File: src/common/cpu_pkg.sv
package cpu_pkg;

    localparam int WORD_W = 32;
    localparam int REG_ADDR_W = 4;
    localparam int FUNCT_W = 5;

    // instruction field positions
    localparam int OPC_HI = 31;
    localparam int OPC_LO = 29;
    localparam int RS_HI = 28;
    localparam int RS_LO = 25;
    localparam int RT_HI = 24;
    localparam int RT_LO = 21;
    localparam int RD_HI = 20;
    localparam int RD_LO = 17;
    localparam int IMM16_HI = 20;
    localparam int IMM16_LO = 5;
    localparam int IMM23_HI = 24;
    localparam int IMM23_LO = 2;
    localparam int FUNCT_HI = 4;
    localparam int FUNCT_LO = 0;
    localparam int FUNCT2_HI = 1;
    localparam int FUNCT2_LO = 0;

    // bit positions inside funct, and the wait flag of the control instruction
    localparam int IMM_SEL_BIT = 4;
    localparam int STORE_BIT = 0;
    localparam int WAIT_BIT = 28;

    typedef enum logic [2:0] {
        OP_ALU       = 3'd0,
        OP_MEM       = 3'd1,
        OP_BRANCH    = 3'd2,
        OP_STACK     = 3'd3,
        OP_MOVE      = 3'd4,
        OP_CTRL      = 3'd5,
        OP_STACK_ALU = 3'd6,
        OP_TERM      = 3'd7
    } opcode_t;

    // encoding matches funct[2:0] of the ALU instructions
    typedef enum logic [2:0] {
        ALU_ADD = 3'd0,
        ALU_SUB = 3'd1,
        ALU_AND = 3'd2,
        ALU_OR  = 3'd3,
        ALU_XOR = 3'd4,
        ALU_SLL = 3'd5,
        ALU_SRA = 3'd6,
        ALU_SRL = 3'd7
    } alu_op_t;

    typedef enum logic [1:0] {
        COND_ALWAYS = 2'd0,
        COND_ZERO   = 2'd1,
        COND_POS    = 2'd2,
        COND_NEG    = 2'd3
    } branch_cond_t;

    typedef enum logic [2:0] {
        ST_FETCH     = 3'd0,
        ST_DECODE    = 3'd1,
        ST_EXECUTE   = 3'd2,
        ST_MEMORY    = 3'd3,
        ST_WRITEBACK = 3'd4,
        ST_TERM      = 3'd5
    } cpu_state_t;

endpackage

File: src/source/word_memory.sv
`timescale 1ns/1ps

module word_memory #(
    parameter int DEPTH = 64
) (
    input  logic                          clk,
    input  logic                          wr_en,
    input  logic [$clog2(DEPTH)-1:0]      wr_addr,
    input  logic [cpu_pkg::WORD_W-1:0]    wr_data,
    input  logic [$clog2(DEPTH)-1:0]      rd_addr,
    output logic [cpu_pkg::WORD_W-1:0]    rd_data
);

    logic [cpu_pkg::WORD_W-1:0] mem [DEPTH];

    always_ff @(posedge clk)
    begin
        if (wr_en)
        begin
            mem[wr_addr] <= wr_data;
        end
    end

    // read is combinational, so the fetch state sees the word right away
    assign rd_data = mem[rd_addr];

endmodule

File: config.mk
export PLATFORM = sky130hd
export DESIGN_NAME = word_memory
export DESIGN_NICKNAME = d
export VERILOG_FILES = /design/src/common/cpu_pkg.sv /design/src/source/word_memory.sv
export SDC_FILE = /design/constraint.sdc
export NUM_CORES = 2
export LEC_CHECK = 0
export BUFFER_PORTS_ARGS = -buffer_cell sky130_fd_sc_hd__buf_4
export CAP_MARGIN = 5
export CORE_MARGIN = 3
export CORE_UTILIZATION = 65
export DETAILED_ROUTE_END_ITERATION = 8
export GPL_TIMING_DRIVEN = 1
export HOLD_SLACK_MARGIN = 0.03
export MAX_ROUTING_LAYER = met4
export PLACE_DENSITY = 0.82
export SLEW_MARGIN = 15
export SYNTH_ARGS = -nofsm -noshare
export SYNTH_HDL_FRONTEND = slang
export SYNTH_SLANG_ARGS = --single-unit
File: constraint.sdc
create_clock -name clk -period 6 [get_ports clk]
set_input_delay 0.3 -clock clk [delete_from_list [all_inputs] [get_ports clk]]
set_output_delay 0.3 -clock clk [all_outputs]
set_load 0.05 [all_outputs]
# Word-level counts from Yosys, hierarchy flattened
# Memory sizes are Yosys's and may differ from the RTL's.
# Index checks and enable logic that the tools add are counted.
dict set report word_totals {
  wordCells 3
  output_inout_bits 32
  input_bits 46
  ramBits 2048
  register_bits 0
  n_memories 1
}
# name depth word_bits read_ports rd_clocked_by_memory_dff write_ports line_no
set memory_table {}
lappend memory_table {mem 64 32 1 0 1 word_memory.sv:14} ;# logic [cpu_pkg::WORD_W-1:0] mem [DEPTH];
dict set report op_classes {
  n_mux 2
}
# op n
set ops {}
lappend ops {{$mux 1} 2}

# Logic depth before layout (Yosys ltp)
dict set report logic_depth {
  ltp_word 2
  ltp_mapped 10
  mapped_depth_nobuf 5
}

# Worst setup path before layout
# Ideal clock, no wire load.
dict set report synth_path {
  kind {input to register}
  from {input wr_addr[3]}
  to {memory mem[48][0] in the netlist's numbering, enable pin}
  t_required_ns 5.539
  stages 4
  setup_time_ns 0.461
  arrival_ns 2.999
  path_slack_ns 2.540
  path_buffers 1
  path_cell_list {clkbuf_1 > nor2b_1 > nand4b_1 > nor3_1}
}
# element line_no
set synth_rtl {}
lappend synth_rtl {{start, declared} word_memory.sv:8} ;# input logic [$clog2(DEPTH)-1:0] wr_addr,
lappend synth_rtl {{end, declared} word_memory.sv:14}
# Straight into the memory's write port.

# Final worst setup path
dict set report layout_path {
  from {input rd_addr[2]}
  to {output rd_data[0] in the netlist's numbering}
}
dict set report layout_between {
  elab_chain_cells 1
}
# element line_no
set layout_rtl {}
lappend layout_rtl {{start, declared} word_memory.sv:10} ;# input logic [$clog2(DEPTH)-1:0] rd_addr,
lappend layout_rtl {{$mem_v2 64x32} -}
lappend layout_rtl {{end, declared} word_memory.sv:11} ;# output logic [cpu_pkg::WORD_W-1:0] rd_data
# No other way between the ends.

==> flow_summary_export.csv <==
group,metric,value,unit
status,status,"finished clean",
final_layout,reg.largest.list,"mem: 2048 flops",
placement,pre_cts_ws,1.88,ns
worst_setup_path,cp_max_fo,55,
hold_path,min_path_type,"primary input to register",
pwr,power.density,335,nW/um2
floorplanning,fp.dieH,352,um
worst_setup_path,critPathArrivalTime,3.93,ns
cts,cts_tree,"yes",
route,drt-initial-drc-count,6933,
floorplanning,core_area,118000,um2
global_route,antenna_found_initial,16,
route,ant_nets,0,
timing,tns,0,ns
worst_setup_path,crit_slowest_cell,"buf_4",
timing,finalCritPeriodShare,70.5,%
yosys,synthDistinctLibCells,33,
timing,finalHoldWorstSlack,0.0706,ns
timing,max_slew_margin,25.7,%
route,drt_drc_violations_left,0,
placement,placement.io_buffers,77,
cts,path_clk_slew,0.06,ns
cts,cts-buffers-inserted,188,
final_layout,drive_gt1_share,28.7,%
pwr,power,0.0291,W
placement,hpwl,106,mm
worst_setup_path,cp_data_required_time,5.70,ns
timing,setup_slack,1.77,ns
global_route,grt_pass1_wl,307,mm
pwr,sw_frac_of_total,21.9,%
cts,clockBufferDepth,3,
cts,cts.sinks,2048,
final_layout,fill_cells,5885,
flow_run,timing.max_cap.violations,0,
yosys,netlist_instances,3292,
route,dr.pass1.iters,8,
floorplanning,initial_core_util,65.8,%
timing,setup_viol,0,
timing,fin_crit,4.23,ns
global_route,grt_max_degree,96,
pwr,p_seq_share,54.5,%
yosys,yosysSeqAreaShare,79.0,%
route,vias,39400,
worst_setup_path,critPathCaptureType,"primary output",
yosys,syn_avg_cell_area,23.7,um2
timing,rsz0062_at_grt,"false",
final_layout,syn2layout_area_growth,11.6,%
global_route,grt-ovfl-total,0,
worst_setup_path,slowest_delay,0.87,ns
worst_setup_path,start_kind,"primary input",
placement,dpl.cell_count,4891,
yosys,ys_warn_count,0,
timing,tightestPinTransition,1.11,ns
yosys,ys_seq_elements,2048,
cts,cts_max_level,4,
final_layout,nets,3534,
pwr,p_switching,0.00638,W
floorplanning,die_w,352,um
worst_setup_path,crit_chain,"buf_8 > buf_4 > nand2_1 > o22ai_1 > nor2_1 > a21oi_1 > nor2_1 > buf_4",
pwr,clkPwrFrac,39.9,%
floorplanning,die-area,124000,um2
pwr,combPwrFrac,5.6,%
timing,max_freq,0.236,GHz
worst_setup_path,path_class,"primary input to primary output",
global_route,grt_pass1_vias,40900,
yosys,syn_area,77900,um2
pwr,p_leak,26.9,nW
global_route,grt_usage,36.6,%
timing,slew_viol_final,0,
final_layout,largest_register,"mem",
cts,root_buffer,"clkbuf_16",
floorplanning,row_count,126,
route,wl,216,mm
cts,post_cts_resized,0,
floorplanning,ios,78,
pwr,irDropWorstVdd,0.000404,V
final_layout,largest_register_ffs,2048,
final_layout,final_cells,5249,
route,vias_per_cell,7.50,
timing,finalHoldViolCount,0,
route,wl_per_cell,41.1,um
pwr,cellInternalPower,0.0228,W
yosys,syn-num-nets,3338,
placement,gp_congestion,0.887,
## worst max-delay path: cells and delay by family
family	cells	cell delay, ns
compound gates	2	0.81
buf+inv	3	1.49
simple gates	3	1.13
## Yosys cell counts (all sizes together)
library cell | number | share of area [%]
or2 | 3 | 0.024
buf | 108 | 0.78
nor2b | 15 | 0.12
a311oi | 8 | 0.090
mux4 | 544 | 16
nand4 | 2 | 0.016
edfxtp | 2048 | 79
or3b | 5 | 0.056
a41o | 4 | 0.051
nand3 | 5 | 0.032
and3 | 4 | 0.032
or3 | 3 | 0.024
nor3 | 7 | 0.045
nand2 | 26 | 0.13
mux2i | 93 | 1.2
a21oi | 62 | 0.40
nand2b | 8 | 0.064
clkbuf | 74 | 0.36
nand4b | 1 | 0.011
nand3b | 5 | 0.048
o22ai | 84 | 0.67
a22oi | 12 | 0.12
a31oi | 1 | 0.0080
o221ai | 27 | 0.30
nor2 | 137 | 0.66
and2 | 2 | 0.016
o32ai | 4 | 0.045
## worst paths after layout
path / start / to / slack [ns] / depth (start not counted)
setup / recovery: rd_addr[2] / rd_data[0] / 1.77 / 8
hold / removal: wr_data[11] / mem[24][11] / 0.07 / 1
## cell type report
cell class                      instances  area [um2]  area share, %
Antenna cell                           16        40.0         0.0461
Clock buffer                          228        4900           5.63
Clock inverter                        107         932           1.07
Multi-Input combinational cell       1062       16000           18.4
Sequential cell                      2048       61500           70.7
Tap cell                             1600        2000           2.30
Timing Repair Buffer                  188        1590           1.83
## cell families (layout without fill, tap and decap cells)
kind of cell | count (synthesis) | in the layout | share of synthesized area, %
AO/OA/AOI/OAI | 202 | 202 | 1.69
AND/OR/NAND/NOR | 223 | 223 | 1.28
multiplexers | 637 | 637 | 16.9
flip-flops | 2048 | 2048 | 79.0
buffers and inverters | 182 | 523 | 1.14
other | 0 | 16 | 0
## power groups by stage
stage | combinational, W | sequential [W] | clock, W
after floorplan | 0.000901 | 0.0162 | 0
after global placement | 0.00150 | 0.0162 | 0
final | 0.00164 | 0.0159 | 0.0116
after global routing | 0.00168 | 0.0159 | 0.0122
after CTS | 0.00161 | 0.0159 | 0.0117
after detailed placement | 0.00156 | 0.0162 | 0
## routing by layer
metal / vias up / part of all wire (%) / track usage (%)
met3: 756 / 15 / 11.1
met2: 4027 / 49 / 55.5
met4: 0 / 4.6 / 15.3
li1: 14500 / - / -
met1: 20100 / 31 / 47.2
met5: - / 0 / -
## per-stage QoR
step	util [%]	area, um2
2_1_floorplan	-	77900
3_3_place_gp	68.4	81000
3_5_place_dp	68.4	81000
4_1_cts	73.4	86900
5_1_grt	73.4	86900
6_report	73.4	86900
## cell usage in the layout (no fill, tap or decap), types with 4 or more instances in the layout
master | synthesis | final
nor2b_1 | 15 | 14
a41o_1 | 4 | 4
nand2_1 | 26 | 25
buf_4 | 25 | 167
nand3b_1 | 5 | 5
nor2_1 | 137 | 75
clkinv_1 | 0 | 50
a22oi_1 | 12 | 12
a21oi_1 | 62 | 62
o32ai_1 | 4 | 4
mux2i_1 | 93 | 93
diode_2 | 0 | 16
nor3_1 | 7 | 5
o22ai_1 | 84 | 84
clkbuf_1 | 74 | 38
a311oi_1 | 8 | 8
edfxtp_1 | 2048 | 2048
clkinv_2 | 0 | 27
nor2_4 | 0 | 62
nand3_1 | 5 | 5
clkbuf_16 | 0 | 190
o221ai_1 | 27 | 27
inv_6 | 0 | 5
nand2b_1 | 8 | 8
clkinv_8 | 0 | 5
bufinv_16 | 0 | 13
dlygate4sd3_1 | 0 | 7
buf_12 | 0 | 11
mux4_2 | 544 | 544
and3_1 | 4 | 4
## repair_timing
action | CTS | global route
hold buffers | 7 | 0
buffers inserted | 0 | 0
hold endpoints to repair | 74 | 0
endpoints found under the setup margin | 0 | 0
No activity file was read; power rests on OpenSTA's default activity.
