[src/common/cpu_pkg.sv]
package cpu_pkg;

    localparam int WORD_W = 32;
    localparam int REG_ADDR_W = 4;
    localparam int FUNCT_W = 5;

    // instruction field positions
    localparam int OPC_HI = 31;
    localparam int OPC_LO = 29;
    localparam int RS_HI = 28;
    localparam int RS_LO = 25;
    localparam int RT_HI = 24;
    localparam int RT_LO = 21;
    localparam int RD_HI = 20;
    localparam int RD_LO = 17;
    localparam int IMM16_HI = 20;
    localparam int IMM16_LO = 5;
    localparam int IMM23_HI = 24;
    localparam int IMM23_LO = 2;
    localparam int FUNCT_HI = 4;
    localparam int FUNCT_LO = 0;
    localparam int FUNCT2_HI = 1;
    localparam int FUNCT2_LO = 0;

    // bit positions inside funct, and the wait flag of the control instruction
    localparam int IMM_SEL_BIT = 4;
    localparam int STORE_BIT = 0;
    localparam int WAIT_BIT = 28;

    typedef enum logic [2:0] {
        OP_ALU       = 3'd0,
        OP_MEM       = 3'd1,
        OP_BRANCH    = 3'd2,
        OP_STACK     = 3'd3,
        OP_MOVE      = 3'd4,
        OP_CTRL      = 3'd5,
        OP_STACK_ALU = 3'd6,
        OP_TERM      = 3'd7
    } opcode_t;

    // encoding matches funct[2:0] of the ALU instructions
    typedef enum logic [2:0] {
        ALU_ADD = 3'd0,
        ALU_SUB = 3'd1,
        ALU_AND = 3'd2,
        ALU_OR  = 3'd3,
        ALU_XOR = 3'd4,
        ALU_SLL = 3'd5,
        ALU_SRA = 3'd6,
        ALU_SRL = 3'd7
    } alu_op_t;

    typedef enum logic [1:0] {
        COND_ALWAYS = 2'd0,
        COND_ZERO   = 2'd1,
        COND_POS    = 2'd2,
        COND_NEG    = 2'd3
    } branch_cond_t;

    typedef enum logic [2:0] {
        ST_FETCH     = 3'd0,
        ST_DECODE    = 3'd1,
        ST_EXECUTE   = 3'd2,
        ST_MEMORY    = 3'd3,
        ST_WRITEBACK = 3'd4,
        ST_TERM      = 3'd5
    } cpu_state_t;

endpackage

[src/source/register_bank.sv]
`timescale 1ns/1ps

module register_bank (
    input  logic                           clk,
    input  logic                           rst,
    input  logic [cpu_pkg::REG_ADDR_W-1:0] rd_addr_a,
    input  logic [cpu_pkg::REG_ADDR_W-1:0] rd_addr_b,
    output logic [cpu_pkg::WORD_W-1:0]     rd_data_a,
    output logic [cpu_pkg::WORD_W-1:0]     rd_data_b,
    input  logic                           wr_en,
    input  logic [cpu_pkg::REG_ADDR_W-1:0] wr_addr,
    input  logic [cpu_pkg::WORD_W-1:0]     wr_data
);

    localparam int NUM_REGS = 2 ** cpu_pkg::REG_ADDR_W;

    logic [cpu_pkg::WORD_W-1:0] regs [NUM_REGS];

    // every register is writable, r0 included
    always_ff @(posedge clk)
    begin
        if (rst)
        begin
            for (int i = 0; i < NUM_REGS; i++)
            begin
                regs[i] <= '0;
            end
        end
        else if (wr_en)
        begin
            regs[wr_addr] <= wr_data;
        end
    end

    assign rd_data_a = regs[rd_addr_a];
    assign rd_data_b = regs[rd_addr_b];

endmodule

[config.mk]
export PLATFORM = sky130hd
export DESIGN_NAME = register_bank
export DESIGN_NICKNAME = d
export VERILOG_FILES = /design/src/common/cpu_pkg.sv /design/src/source/register_bank.sv
export SDC_FILE = /design/constraint.sdc
export NUM_CORES = 1
export LEC_CHECK = 0
export ABC_CLOCK_PERIOD_IN_PS = 4900
export BUFFER_PORTS_ARGS = -buffer_cell sky130_fd_sc_hd__buf_2
export CAP_MARGIN = 20
export CORE_MARGIN = 2
export CORE_UTILIZATION = 40
export CTS_BUF_LIST = sky130_fd_sc_hd__clkbuf_4 sky130_fd_sc_hd__clkbuf_8 sky130_fd_sc_hd__clkbuf_16
export CTS_CLUSTER_SIZE = 24
export DETAILED_ROUTE_END_ITERATION = 8
export PLACE_DENSITY = 0.67
export SLEW_MARGIN = 30
export SYNTH_ARGS = -nofsm -noshare
export SYNTH_HDL_FRONTEND = slang
export SYNTH_SLANG_ARGS = --single-unit
[constraint.sdc]
create_clock -name clk -period 4.9 [get_ports clk]
set_clock_uncertainty 0.05 [all_clocks]
set_input_delay 0.245 -clock clk [delete_from_list [all_inputs] [get_ports clk]]
set_output_delay 0.245 -clock clk [all_outputs]
set_load 0.01 [all_outputs]
Word-level counts from Yosys, hierarchy flattened
Memory sizes are Yosys's and may differ from the RTL's.
Cells that the tools add are included.
- reduce and logical (&&, ||, !) cells: 1
- muxes and demuxes: 8
- operators with widths (kind ; count):
    $mux 32 ; 1
    $reduce_or 32->1 ; 1
    $mux 1 ; 6
    $mux 4 ; 1
- RAM bits: 512
- register bits: 0
- memories: 1
- logic and storage cells: 10
- memory list (name ; words ; bits a word ; rd ports ; clocked after memory_dff ; write ports ; line ; source):
    regs ; 16 ; 32 ; 2 ; 0 ; 16 ; register_bank.sv:17 ; logic [cpu_pkg::WORD_W-1:0] regs [NUM_REGS];

Depth between registers and ports, before layout
- word-level depth: 5
- mapped depth: 5

Least setup slack after synthesis
Ideal clock, no wire load.
- kind: input to register
- start point: input port wr_addr[2] (netlist name)
- end point: memory regs[0][0] (netlist name), enable pin
- path buffers: 0
- data arrival time: 1535 ps
- setup slack: 2941 ps
- data required time: 4475 ps
- stages: 3
- cells stage by stage: or4b_4 > nor3_4 > or2_2
- RTL lines (item ; line ; source):
    start: declaration ; register_bank.sv:11 ; input logic [cpu_pkg::REG_ADDR_W-1:0] wr_addr,
    end: declaration ; register_bank.sv:17 ;

Worst setup path after layout
- start point: input port rd_addr_a[0] (netlist name)
- end point: output port rd_data_a[16] (netlist name)
- word-level cells in the longest chain between the ends: 1
- ends and longest elaborated chain (item ; line ; source):
    start: declaration ; register_bank.sv:6 ; input logic [cpu_pkg::REG_ADDR_W-1:0] rd_addr_a,
    $mem_v2 16x32 ; n/a ;
    end: declaration ; register_bank.sv:8 ; output logic [cpu_pkg::WORD_W-1:0] rd_data_a,
No other way between the ends.

==> metrics.csv <==
stage;metric;value;unit
clocking;number of levels the H-tree was split into;2;
setup_path;required time worst endpoint;4.61;ns
timing;final count of pins violating max slew;0;
finish;synthesis-to-layout area growth;11.6;%
floorplanning;Starting Density;40.4;%
clocking;number of buffers added by the clock tree synthesis step;52;
flow_run;Max-Cap Viols;0;
route;Detailed Routing Iterations Pass 1;5;
yosys;post-synthesis cell count;1687;
yosys;Mapped Nets;1734;
route;initial drt markers;1947;
finish;number of nets in the final layout;1757;
yosys;Synth area leaders;sky130_fd_sc_hd__edfxtp_1 58%, sky130_fd_sc_hd__mux4_2 22%, sky130_fd_sc_hd__and2_1 11%, sky130_fd_sc_hd__a22oi_1 3.6%, sky130_fd_sc_hd__clkbuf_1 1.6%;
yosys;post-synth cell types;22;
setup_path;type of origin of the critical path;primary input;
yosys;Synth top area share;57.8;%
power_and_ir_drop;Static Leak;10.2;nW
yosys;number of synthesized flops with an enable pin;512;
yosys;Most used DFF post-synth;sky130_fd_sc_hd__edfxtp_1;
yosys;dominant cell by count in the synthesized netlist;sky130_fd_sc_hd__edfxtp_1;
timing;final period utilization;60.5;%
clocking;clock tree from TritonCTS;yes;
power_and_ir_drop;overall power of the completed layout;10.3;mW
timing;Post-Route Setup TNS;0;ns
clocking;setup bufs post-CTS;0;
setup_path;sort of element at the end of the critical path;primary output;
place;Routability Congestion;0.826;
clocking;clock-pin slew on the worst setup and hold paths;0.06;ns
timing;fin crit period;2.97;ns
power_and_ir_drop;Pwr per Cell Area;348;nW/µm²
global_route;maximum number of pins on one net before global-route repair;70;
setup_path;delay of the slowest cell on the worst path;0.56;ns
finish;Largest register FFs;512;
floorplanning;vertical extent of the die;262;µm
global_route;via count of the first global-routing pass;16300;
yosys;#FFs+latches synth;512;
yosys;share of synthesized flip-flops with an asynchronous set or reset;0;%
hold_path;worst min path class;in2reg;
setup_path;kind of critical path;in2out;
route;remaining routing DRC violations;0;
finish;diodes inserted;0;
yosys;proportion of synthesized chip area in sequential cells;57.8;%
finish;largest registers;regs x512;
clocking;cell at the root of the clock tree;sky130_fd_sc_hd__clkbuf_16;
timing;Slew @ Worst Pin;0.970;ns
place;HPWL after DPL;45.6;mm
floorplanning;die area;68500;µm²
power_and_ir_drop;maximum vdd ir drop;0.240;mV
timing;number of hold violations in the final report;0;
global_route;Tot GR Track Use;22.0;%
setup_path;slowest cell on the critical path;sky130_fd_sc_hd__mux4_2;
floorplanning;Site Rows;94;
clocking;Resized cells post-CTS;0;
floorplanning;Die Width;262;µm
setup_path;maximum fanout encountered on the critical timing path;44;
finish;Top reg by flops;regs;
timing;normalized max-slew margin;35.4;%
clocking;TritonCTS sink count;512;
finish;total of fill cells in the finished design;5624;
route;wire length after detailed routing;75.1;mm
finish;non-filler instance count after layout;2608;
finish;Non-Filler Cell Area, Final;29700;µm²
route;total via count in the routed design;15700;
clocking;hold bufs inserted after CTS;0;
yosys;cell accounting for the most synthesized area;sky130_fd_sc_hd__edfxtp_1;
place;Area after DPL;28000;µm²
floorplanning;core region area;65700;µm²
status;outcome;completed;
timing;setup repair after global routing missed its margin;no;
route;ratio of routed vias to standard cells;6.04;
route;Routed Antenna Nets;0;
timing;maximum clock frequency;0.337;GHz
yosys;mapped cell area;26600;µm²
yosys;count of yosys warnings during synthesis;0;
yosys;synthesized area per cell;15.8;µm²
finish;combined area of the multi-input logic cells;10700;µm²
place;Port Buffer Count;110;
finish;share of layout cells above drive strength 1;31.3;%
setup_path;signal arrival time at the worst endpoint;2.67;ns
setup_path;Critical Path, Cell by Cell;clkbuf_8, buf_12, mux4_2, a22oi_1, nand2_1, buf_2;
global_route;first-pass GRT wire length;109;mm
yosys;commonest cells in the netlist;512 x sky130_fd_sc_hd__edfxtp_1, 482 x sky130_fd_sc_hd__and2_1, 256 x sky130_fd_sc_hd__mux4_2, 128 x sky130_fd_sc_hd__a22oi_1, 114 x sky130_fd_sc_hd__clkbuf_1;
route;post-detailed-route wirelength per cell;28.8;µm
finish;Seq. cell area;15400;µm²
floorplanning;I/O pins;111;
timing;endpoints failing setup;0;
global_route;leftover overflow at the end of global routing;0;
place;dpl cells;2520;
global_route;number of antenna violations at the first check in global routing;3;
clocking;maximum root-to-sink buffer count;3;
timing;hold slack final;0.117;ns
per-stage QoR:
| step | worst slack [ns] | util, % |
|---|---|---|
| 4_1_cts | 1.97 | 45.1 |
| 6_report | 1.93 | 45.1 |
| 3_5_place_dp | 1.71 | 42.6 |
| 5_1_grt | 1.79 | 45.1 |
| 3_3_place_gp | 1.79 | 42.5 |
| 2_1_floorplan | 2.94 | - |
worst max-delay path, delay by kind of cell:
kind / cells / cell delay [ns]
muxes: 1 / 0.56
buffers and inverters: 3 / 1.05
AOI/OAI and AO/OA: 1 / 0.46
and+or+nand+nor: 1 / 0.22
path summary, 6_finish.rpt:
path / from / depth (start not counted) / to / slack [ns]
worst min-delay path: wr_data[19] / 2 / regs[11][19]$_SDFFCE_PN0P_ / 0.12
worst max-delay path: rd_addr_a[0] / 6 / rd_data_a[16] / 1.93
cells by family (layout without fill, tap and decap cells):
family	after synthesis	after routing	synth area share, %
AOI/OAI and AO/OA	128	128	3.61
buffers and inverters	168	225	2.58
DFF	512	512	57.8
muxes	256	256	21.7
and+or+nand+nor	623	623	14.3
cell usage in the layout, fill, tap and decap left out, types with 6 or more instances in the layout:
cell,Yosys,routed
sky130_fd_sc_hd__clkinv_2,0,6
sky130_fd_sc_hd__or2_4,0,9
sky130_fd_sc_hd__and2_1,482,480
sky130_fd_sc_hd__clkbuf_4,0,15
sky130_fd_sc_hd__edfxtp_1,512,512
sky130_fd_sc_hd__clkinv_1,0,9
sky130_fd_sc_hd__clkbuf_16,0,53
sky130_fd_sc_hd__nand2_1,65,65
sky130_fd_sc_hd__nor2_4,3,14
sky130_fd_sc_hd__mux4_2,256,256
sky130_fd_sc_hd__buf_12,0,7
sky130_fd_sc_hd__a22oi_1,128,128
sky130_fd_sc_hd__or2_2,16,7
sky130_fd_sc_hd__buf_4,3,18
sky130_fd_sc_hd__and2_2,32,34
sky130_fd_sc_hd__buf_2,30,106
metal layers:
metal	vias to the layer above	share of wire, %	GRT usage [%]
li1	6557	-	-
met1	8281	40	29.8
met2	785	49	36.3
met3	123	8.7	4.24
met4	2	2.7	6.39
met5	-	0.0093	0
layout make-up:
cell class	count	area share [%]
Clock inverter	20	0.650
Timing Repair Buffer	137	3.03
Sequential cell	512	51.8
Multi-Input combinational cell	1007	36.0
Tap cell	864	3.64
Clock buffer	68	4.85
report_power, final:
group / internal (mW) / switching, mW / leakage (nW)
sequential: 5.08 / 0.126 / 4.88
clock: 2.26 / 1.64 / 0.821
combinational: 0.523 / 0.703 / 4.49
total: 7.86 / 2.47 / 10.2
(Power assumes the default switching activity.)
