`config.mk`:
```
export PLATFORM = sky130hd
export DESIGN_NAME = sequencer
export DESIGN_NICKNAME = d
export VERILOG_FILES = /design/src/common/cpu_pkg.sv /design/src/control/sequencer.sv
export SDC_FILE = /design/constraint.sdc
export NUM_CORES = 1
export LEC_CHECK = 0
export BUFFER_PORTS_ARGS = -buffer_cell sky130_fd_sc_hd__buf_2
export CAP_MARGIN = 5
export CORE_AREA = 2 2 203 205
export CTS_CLUSTER_DIAMETER = 150
export CTS_CLUSTER_SIZE = 10
export DETAILED_ROUTE_END_ITERATION = 10
export DIE_AREA = 0 0 205 207
export PLACE_DENSITY_LB_ADDON = 0.08
export SLEW_MARGIN = 20
export SYNTH_ARGS = -nofsm -noshare
export SYNTH_HDL_FRONTEND = slang
export SYNTH_SLANG_ARGS = --single-unit
```
`constraint.sdc`:
```
create_clock -name clk -period 7.2 [get_ports clk]
set_input_delay 0.36 -clock clk [delete_from_list [all_inputs] [get_ports clk]]
set_output_delay 0.36 -clock clk [all_outputs]
set_load 0.02 [all_outputs]
```
`src/common/cpu_pkg.sv`:
```
package cpu_pkg;

    localparam int WORD_W = 32;
    localparam int REG_ADDR_W = 4;
    localparam int FUNCT_W = 5;

    // instruction field positions
    localparam int OPC_HI = 31;
    localparam int OPC_LO = 29;
    localparam int RS_HI = 28;
    localparam int RS_LO = 25;
    localparam int RT_HI = 24;
    localparam int RT_LO = 21;
    localparam int RD_HI = 20;
    localparam int RD_LO = 17;
    localparam int IMM16_HI = 20;
    localparam int IMM16_LO = 5;
    localparam int IMM23_HI = 24;
    localparam int IMM23_LO = 2;
    localparam int FUNCT_HI = 4;
    localparam int FUNCT_LO = 0;
    localparam int FUNCT2_HI = 1;
    localparam int FUNCT2_LO = 0;

    // bit positions inside funct, and the wait flag of the control instruction
    localparam int IMM_SEL_BIT = 4;
    localparam int STORE_BIT = 0;
    localparam int WAIT_BIT = 28;

    typedef enum logic [2:0] {
        OP_ALU       = 3'd0,
        OP_MEM       = 3'd1,
        OP_BRANCH    = 3'd2,
        OP_STACK     = 3'd3,
        OP_MOVE      = 3'd4,
        OP_CTRL      = 3'd5,
        OP_STACK_ALU = 3'd6,
        OP_TERM      = 3'd7
    } opcode_t;

    // encoding matches funct[2:0] of the ALU instructions
    typedef enum logic [2:0] {
        ALU_ADD = 3'd0,
        ALU_SUB = 3'd1,
        ALU_AND = 3'd2,
        ALU_OR  = 3'd3,
        ALU_XOR = 3'd4,
        ALU_SLL = 3'd5,
        ALU_SRA = 3'd6,
        ALU_SRL = 3'd7
    } alu_op_t;

    typedef enum logic [1:0] {
        COND_ALWAYS = 2'd0,
        COND_ZERO   = 2'd1,
        COND_POS    = 2'd2,
        COND_NEG    = 2'd3
    } branch_cond_t;

    typedef enum logic [2:0] {
        ST_FETCH     = 3'd0,
        ST_DECODE    = 3'd1,
        ST_EXECUTE   = 3'd2,
        ST_MEMORY    = 3'd3,
        ST_WRITEBACK = 3'd4,
        ST_TERM      = 3'd5
    } cpu_state_t;

endpackage

```
`src/control/sequencer.sv`:
```
`timescale 1ns/1ps

module sequencer #(
    parameter int IMEM_DEPTH = 64,
    parameter int DMEM_DEPTH = 256
) (
    input  logic                               clk,
    input  logic                               rst,
    input  logic                               halt_button,
    output logic [$clog2(IMEM_DEPTH)-1:0]      imem_addr,
    input  logic [cpu_pkg::WORD_W-1:0]         imem_data,
    output logic [cpu_pkg::WORD_W-1:0]         ir,
    input  cpu_pkg::opcode_t                   opcode,
    input  logic [cpu_pkg::REG_ADDR_W-1:0]     rs,
    input  logic [cpu_pkg::REG_ADDR_W-1:0]     rt,
    input  logic [cpu_pkg::REG_ADDR_W-1:0]     rd,
    input  logic [cpu_pkg::FUNCT_W-1:0]        funct,
    input  cpu_pkg::branch_cond_t              cond,
    input  logic [cpu_pkg::WORD_W-1:0]         imm16_ext,
    input  logic [cpu_pkg::WORD_W-1:0]         imm23_ext,
    input  logic                               use_imm,
    input  logic                               is_store,
    input  logic                               wait_bit,
    output logic [cpu_pkg::REG_ADDR_W-1:0]     rf_rd_addr_a,
    output logic [cpu_pkg::REG_ADDR_W-1:0]     rf_rd_addr_b,
    input  logic [cpu_pkg::WORD_W-1:0]         rf_rd_data_a,
    input  logic [cpu_pkg::WORD_W-1:0]         rf_rd_data_b,
    output logic                               rf_wr_en,
    output logic [cpu_pkg::REG_ADDR_W-1:0]     rf_wr_addr,
    output logic [cpu_pkg::WORD_W-1:0]         rf_wr_data,
    output logic [cpu_pkg::WORD_W-1:0]         alu_a,
    output logic [cpu_pkg::WORD_W-1:0]         alu_b,
    output cpu_pkg::alu_op_t                   alu_op,
    input  logic [cpu_pkg::WORD_W-1:0]         alu_result,
    output logic                               dmem_we,
    output logic [$clog2(DMEM_DEPTH)-1:0]      dmem_addr,
    output logic [cpu_pkg::WORD_W-1:0]         dmem_wdata,
    input  logic [cpu_pkg::WORD_W-1:0]         dmem_rdata,
    output logic                               store_valid,
    output logic [$clog2(DMEM_DEPTH)-1:0]      store_addr,
    output logic [cpu_pkg::WORD_W-1:0]         store_data,
    output logic                               retire,
    output logic [cpu_pkg::WORD_W-1:0]         retire_pc,
    output logic                               halted
);

    localparam int IA_W = $clog2(IMEM_DEPTH);
    localparam int DA_W = $clog2(DMEM_DEPTH);

    cpu_pkg::cpu_state_t state;

    logic [cpu_pkg::WORD_W-1:0] pc;
    logic [cpu_pkg::WORD_W-1:0] instr_pc;
    logic [cpu_pkg::WORD_W-1:0] a;
    logic [cpu_pkg::WORD_W-1:0] b;
    logic [cpu_pkg::WORD_W-1:0] alu_out;
    logic [cpu_pkg::WORD_W-1:0] lmd;
    logic                       taken;
    logic                       cond_met;
    logic                       ctrl_wait;
    logic                       is_alu;
    logic                       is_load;

    assign is_alu = (opcode == cpu_pkg::OP_ALU);
    assign is_load = (opcode == cpu_pkg::OP_MEM) && !is_store;
    assign ctrl_wait = (opcode == cpu_pkg::OP_CTRL) && wait_bit && halt_button;

    assign imem_addr = pc[IA_W-1:0];
    assign rf_rd_addr_a = rs;
    assign rf_rd_addr_b = rt;

    // branch test on rs, sampled in decode together with A
    always_comb
    begin
        case (cond)
            cpu_pkg::COND_ALWAYS:
                cond_met = 1'b1;
            cpu_pkg::COND_ZERO:
                cond_met = (rf_rd_data_a == '0);
            cpu_pkg::COND_POS:
                cond_met = !rf_rd_data_a[cpu_pkg::WORD_W-1] && (rf_rd_data_a != '0);
            default:
                cond_met = rf_rd_data_a[cpu_pkg::WORD_W-1];
        endcase
    end

    always_ff @(posedge clk)
    begin
        if (rst)
        begin
            state <= cpu_pkg::ST_FETCH;
            pc <= '0;
            taken <= 1'b0;
        end
        else
        begin
            case (state)
                cpu_pkg::ST_FETCH:
                    state <= cpu_pkg::ST_DECODE;
                cpu_pkg::ST_DECODE:
                begin
                    taken <= (opcode == cpu_pkg::OP_BRANCH) && cond_met;
                    if (opcode == cpu_pkg::OP_TERM)
                        state <= cpu_pkg::ST_TERM;
                    else if (!ctrl_wait)
                        state <= cpu_pkg::ST_EXECUTE;
                end
                cpu_pkg::ST_EXECUTE:
                    state <= cpu_pkg::ST_MEMORY;
                cpu_pkg::ST_MEMORY:
                begin
                    pc <= taken ? alu_out : pc + 1'b1;
                    state <= cpu_pkg::ST_WRITEBACK;
                end
                cpu_pkg::ST_WRITEBACK:
                    state <= cpu_pkg::ST_FETCH;
                cpu_pkg::ST_TERM:
                    state <= cpu_pkg::ST_TERM;
                default:
                    state <= cpu_pkg::ST_FETCH;
            endcase
        end
    end

    // datapath latches, one per state
    always_ff @(posedge clk)
    begin
        if (state == cpu_pkg::ST_FETCH)
        begin
            ir <= imem_data;
            instr_pc <= pc;
        end
        if (state == cpu_pkg::ST_DECODE)
        begin
            a <= rf_rd_data_a;
            b <= rf_rd_data_b;
        end
        if (state == cpu_pkg::ST_EXECUTE)
            alu_out <= alu_result;
        if (state == cpu_pkg::ST_MEMORY && is_load)
            lmd <= dmem_rdata;
    end

    // operand select; moves and no-ops fall through to A plus zero
    always_comb
    begin
        alu_a = a;
        alu_b = '0;
        alu_op = cpu_pkg::ALU_ADD;
        case (opcode)
            cpu_pkg::OP_ALU:
            begin
                alu_b = use_imm ? imm16_ext : b;
                alu_op = cpu_pkg::alu_op_t'(funct[2:0]);
            end
            cpu_pkg::OP_MEM:
                alu_b = imm16_ext;
            cpu_pkg::OP_BRANCH:
            begin
                alu_a = pc;
                alu_b = imm23_ext;
            end
            default:
                alu_b = '0;
        endcase
    end

    assign dmem_we = (state == cpu_pkg::ST_MEMORY) && (opcode == cpu_pkg::OP_MEM) && is_store;
    assign dmem_addr = alu_out[DA_W-1:0];
    assign dmem_wdata = b;

    // register form writes rd, everything else writes rt
    assign rf_wr_en = (state == cpu_pkg::ST_WRITEBACK)
                      && (is_alu || is_load || opcode == cpu_pkg::OP_MOVE);
    assign rf_wr_addr = (is_alu && !use_imm) ? rd : rt;
    assign rf_wr_data = is_load ? lmd : alu_out;

    assign store_valid = dmem_we;
    assign store_addr = dmem_addr;
    assign store_data = b;

    assign retire = (state == cpu_pkg::ST_WRITEBACK);
    assign retire_pc = instr_pc;
    assign halted = (state == cpu_pkg::ST_TERM);

endmodule

```
* Word level (Yosys, flattened, before mapping)
Cells that the tools add are included.
Word-level totals: logic and storage cells 54, input port bits 252, register bits 228
Cells by class: equal/unequal tests 13, reduce and logical (&&, ||, !) cells 20, mux-type cells 11, add/sub/neg operators 1
Operator list (count):
- 2-to-1 mux 32 bit | 4
- one-hot mux 32 bit (3 select lines) | 1
- adder 32 x 1 -> 32 bit (second input constant) | 1
- logical NOT 32 bit | 1
- nonzero test 32 bit | 1
- equality test 3 bit (second input constant) | 5
- one-hot mux 3 bit (5 select lines) | 1
- logical AND 1 bit | 10
- equality test 3 x 2 -> 1 bit (second input constant) | 3
- 2-to-1 mux 3 bit | 3
- equality test 3 x 1 -> 1 bit (second input constant) | 2
- logical NOT 3 bit | 2
- 2-to-1 mux 4 bit | 1
- logical NOT 1 bit | 3
- inequality test 3 bit (second input constant) | 1
- one-hot mux 1 bit (3 select lines) | 1
- equality test 2 x 1 -> 1 bit (second input constant) | 1
- equality test 2 bit (second input constant) | 1
- logical NOT 2 bit | 1
- logical OR 1 bit | 2

* Longest topological paths before layout
depth in word-level cells 6, gate-level depth with buffers 7, gate-level depth less buffers 6

* Worst setup path before layout
No wires, ideal clock.
path kind register to register, from reg state[1], to reg ir[0] in the netlist's numbering (enable), cell stages (with the launch flop) 3, data arrival time 4841 ps, buffers on the path 1, slack 1794 ps, required time 6635 ps, path through dfxtp_1 buf_2 nor3_1
On the way: word-level cells in the longest chain between the ends 1
Ends and longest elaborated chain:
- from (decl) | RTL line sequencer.sv:50 | cpu_pkg::cpu_state_t state;
- from (signal assigned) | RTL line sequencer.sv:91 | state <= cpu_pkg::ST_FETCH;
- from (signal assigned) | RTL line sequencer.sv:99 | state <= cpu_pkg::ST_DECODE;
- from (signal assigned) | RTL line sequencer.sv:104 | state <= cpu_pkg::ST_TERM;
- logical NOT 3 bit | RTL line sequencer.sv:128 | if (state == cpu_pkg::ST_FETCH)
- to (signal assigned) | RTL line sequencer.sv:130 | ir <= imem_data;
- to (decl) | RTL line sequencer.sv:12 | output logic [cpu_pkg::WORD_W-1:0] ir,
No other way between the ends. A chain may end at the register's enable or synchronous reset.

* Final worst setup path
from reg taken, to reg pc[25] in the netlist's numbering
On the way: word-level cells in the longest chain between the ends 1
Ends and longest elaborated chain:
- from (decl) | RTL line sequencer.sv:58 | logic taken;
- from (signal assigned) | RTL line sequencer.sv:102 | taken <= (opcode == cpu_pkg::OP_BRANCH) && cond_met;
- 2-to-1 mux 32 bit | RTL line sequencer.sv:112 | pc <= taken ? alu_out : pc + 1'b1;
- to (signal assigned) | RTL line sequencer.sv:112
- to (decl) | RTL line sequencer.sv:52 | logic [cpu_pkg::WORD_W-1:0] pc;
No other way between the ends.

==> impl_metrics.env <==
export IMPL_track_usage=0.1721
export IMPL_setup_viol=0
export IMPL_tightest_slew_ns=0.9239
export IMPL_rsz0062_at_grt="false"
export IMPL_leakagePower_nw=6.260
export IMPL_ir_drop_uv=118.2
export IMPL_start_kind="flip-flop"
export IMPL_synth_xor_area_share=0.0008628
export IMPL_synth_compound_area_share=0.1034
export IMPL_relSlewSlack=0.3841
export IMPL_grt_ovfl_total=0
export IMPL_critPathMaxStageDelay_ns=0.63
export IMPL_synth_fp_nets=1020
export IMPL_ant_nets=0
export IMPL_clockBufferDepth=3
export IMPL_dieArea_um2=42440
export IMPL_critical_path_slowest_cell="nor2_1"
export IMPL_critPathKind="flip-flop to flip-flop"
export IMPL_power_density_nw_per_um2=224.3
export IMPL_first_global_vias=8827
export IMPL_tns_ns=0
export IMPL_cts_tree="done"
export IMPL_ys_warn_count=0
export IMPL_async_flop_share=0
export IMPL_slew_viol_final=0
export IMPL_grt_max_degree=63
export IMPL_final_layout_size_suffix_gt1_frac=0.4684
export IMPL_ys_flop_type="edfxtp_1"
export IMPL_p_total_mw=3.359
export IMPL_clk_latency_ns=0.55
export IMPL_cp_end_kind="flip-flop"
export IMPL_clkTransAtPathRegs_ns=0.06
export IMPL_dr_pass1_iters=7
export IMPL_fin_nets=1602
export IMPL_ys_types=62
export IMPL_vias=8625
export IMPL_max_freq_ghz=0.3742
export IMPL_status="finished, final reports clean"
export IMPL_root_buffer="clkbuf_16"
export IMPL_cp_arrival_ns=3.10
export IMPL_syn_area_per_cell_um2=13.23
export IMPL_port_buffers=507
export IMPL_vias_per_cell=4.556
export IMPL_syn_inst=767
export IMPL_gp_congestion=0.8517
export IMPL_cts_max_level=1
export IMPL_place_ws_ns=4.362
export IMPL_dp_final_hpwl_mm=27.90
export IMPL_grt_pass1_wl_mm=55.18
export IMPL_ys_seq_area_frac=0.6390
export IMPL_core_um2=40370
export IMPL_ioPinCount=518
export IMPL_ys_ff_latch=228
export IMPL_crit_chain="buf_4, inv_1, nor2_1, a311oi_1, nor4_1"
export IMPL_cap_violations=0
export IMPL_syn_to_final_growth_pct=47.54
export IMPL_crit_path_max_fanout=61
export IMPL_fin_crit_ns=2.673
export IMPL_clock_sinks=228
export IMPL_layout_setup_ws_ns=4.527
export IMPL_synth_edf_count=192
export IMPL_synthSimpleGateAreaFrac=0.09713
export IMPL_routed_wirelength_mm=38.04
export IMPL_drtIter0Drc=610
export IMPL_cts_buffers=26
export IMPL_die_h_um=207
export IMPL_num_rows=74
export IMPL_syn_area_um2=10150
export IMPL_min_path_type="primary input to flip-flop"
export IMPL_synth_top_family_by_area="compound AO/OA/AOI/OAI gates"
export IMPL_dieWidth_um=205
export IMPL_synthAdderAreaFrac=0.001233
export IMPL_synth_mux_area_frac=0.07827
export IMPL_cts_setup_buffers=0
export IMPL_drc=0
export IMPL_start_util=0.2515
export IMPL_clock_skew_ns=0.03036
export IMPL_antenna_found_initial=2
export IMPL_routedWlPerCell_um=20.10
export IMPL_crit_required_ns=7.63
export IMPL_final_hold_viol_count=0
export IMPL_post_route_period_util=0.3712
[synth_stat cells (all sizes together), types with 16 or more instances]
cell type	n	area share
edfxtp	192	0.57
nor3	16	0.010
o21ai	21	0.010
dfxtp	36	0.071
nand2	36	0.013
a21oi	35	0.017
a22oi	16	0.012
a222oi	21	0.021
nor4	20	0.014
clkbuf	23	0.0089
mux2	67	0.074
inv	27	0.010
buf	87	0.060
nor2	49	0.018
[report_power, final]
group | switching [mW] | internal (mW)
combinational | 0.353 | 0.226
sequential | 0.0455 | 1.54
clock | 0.522 | 0.668
[final timing paths]
check	startpoint	to	slack, ns	depth (start not counted)
max reg2reg	taken	pc[25]	4.53	5
min	imem_data[20]	ir[20]	0.04	1
min reg2reg	pc[6]	retire_pc[6]	0.54	0
max	taken	pc[25]	4.53	5
[flip-flops by register name, summed over array words and instances, names as in the netlist]
name and flops:
lmd 32, dmem_wdata 32, alu_out 32, retire_pc 32, taken 1, a 32, pc 32, ir 32
state 3
[critical path, delay by kind of cell, from the launching register on]
kind / cells / cell delay (ns)
buffers and inverters: 2 / 1.08
AND/OR/NAND/NOR: 2 / 1.01
AO/OA/AOI/OAI: 1 / 0.10
flip-flops: 1 / 0.31
[per-layer routing]
metal / vias to the layer above / part of all wire / GRT usage
li1: 4051 / - / -
met1: 4134 / 0.41 / 0.2132
met2: 380 / 0.49 / 0.2960
met3: 58 / 0.076 / 0.04154
met4: 2 / 0.023 / 0.04862
met5: - / 0.00045 / 0
[layout by cell type, fill, tap and decap left out, types with 11 or more instances in the layout]
cell	count
clkbuf_16	26
inv_1	26
dfxtp_1	35
a211oi_1	13
mux2_2	67
nand2_1	36
nor3_1	11
nor2_1	48
nor4_1	18
edfxtp_1	192
a21oi_1	35
buf_2	507
clkbuf_1	11
dlygate4sd3_1	148
a222oi_1	21
nand3_1	11
a22oi_1	16
o21ai_0	21
[layout make-up]
| cell class | count | area [um2] |
|---|---|---|
| clock buffer | 38 | 705.7 |
| multi-input combinational | 401 | 2890 |
| timing repair buffer | 665 | 4106 |
| clock inverter | 1 | 16.27 |
| tap | 532 | 665.6 |
| sequential | 228 | 6487 |
| antenna | 1 | 2.502 |
| inverter | 27 | 102.6 |
| fill | 4139 | 25390 |
[metrics by stage]
step,instance area (um2),hold slack (ns),instances,util
finish,14980,0.03745,1893,0.3710
global route,14980,0.005005,1893,0.3710
CTS,14950,0.002157,1891,0.3704
detailed placement,12750,0.5319,1704,0.3159
global placement,12750,0.5322,1704,0.3159
floorplan,10150,0.4095,767,-
[kinds of logic (layout without fill, tap and decap cells)]
family                     count (synthesis)  count (layout)
DFF                                      228             228
AOI/OAI and AO/OA                        147             147
adders and majority gates                  1               1
and+or+nand+nor                          181             181
xor gates and xnor gates                   1               1
muxes                                     71              71
other                                      0               1
buffers and inverters                    138             731
[repair_timing]
item                                    in CTS  in global routing
hold buffers                               148                  0
gates resized for setup                      0                  0
endpoints found under the setup margin       0                  0
hold endpoints to repair                   148                  0
Power figures use the tool's default switching activity.
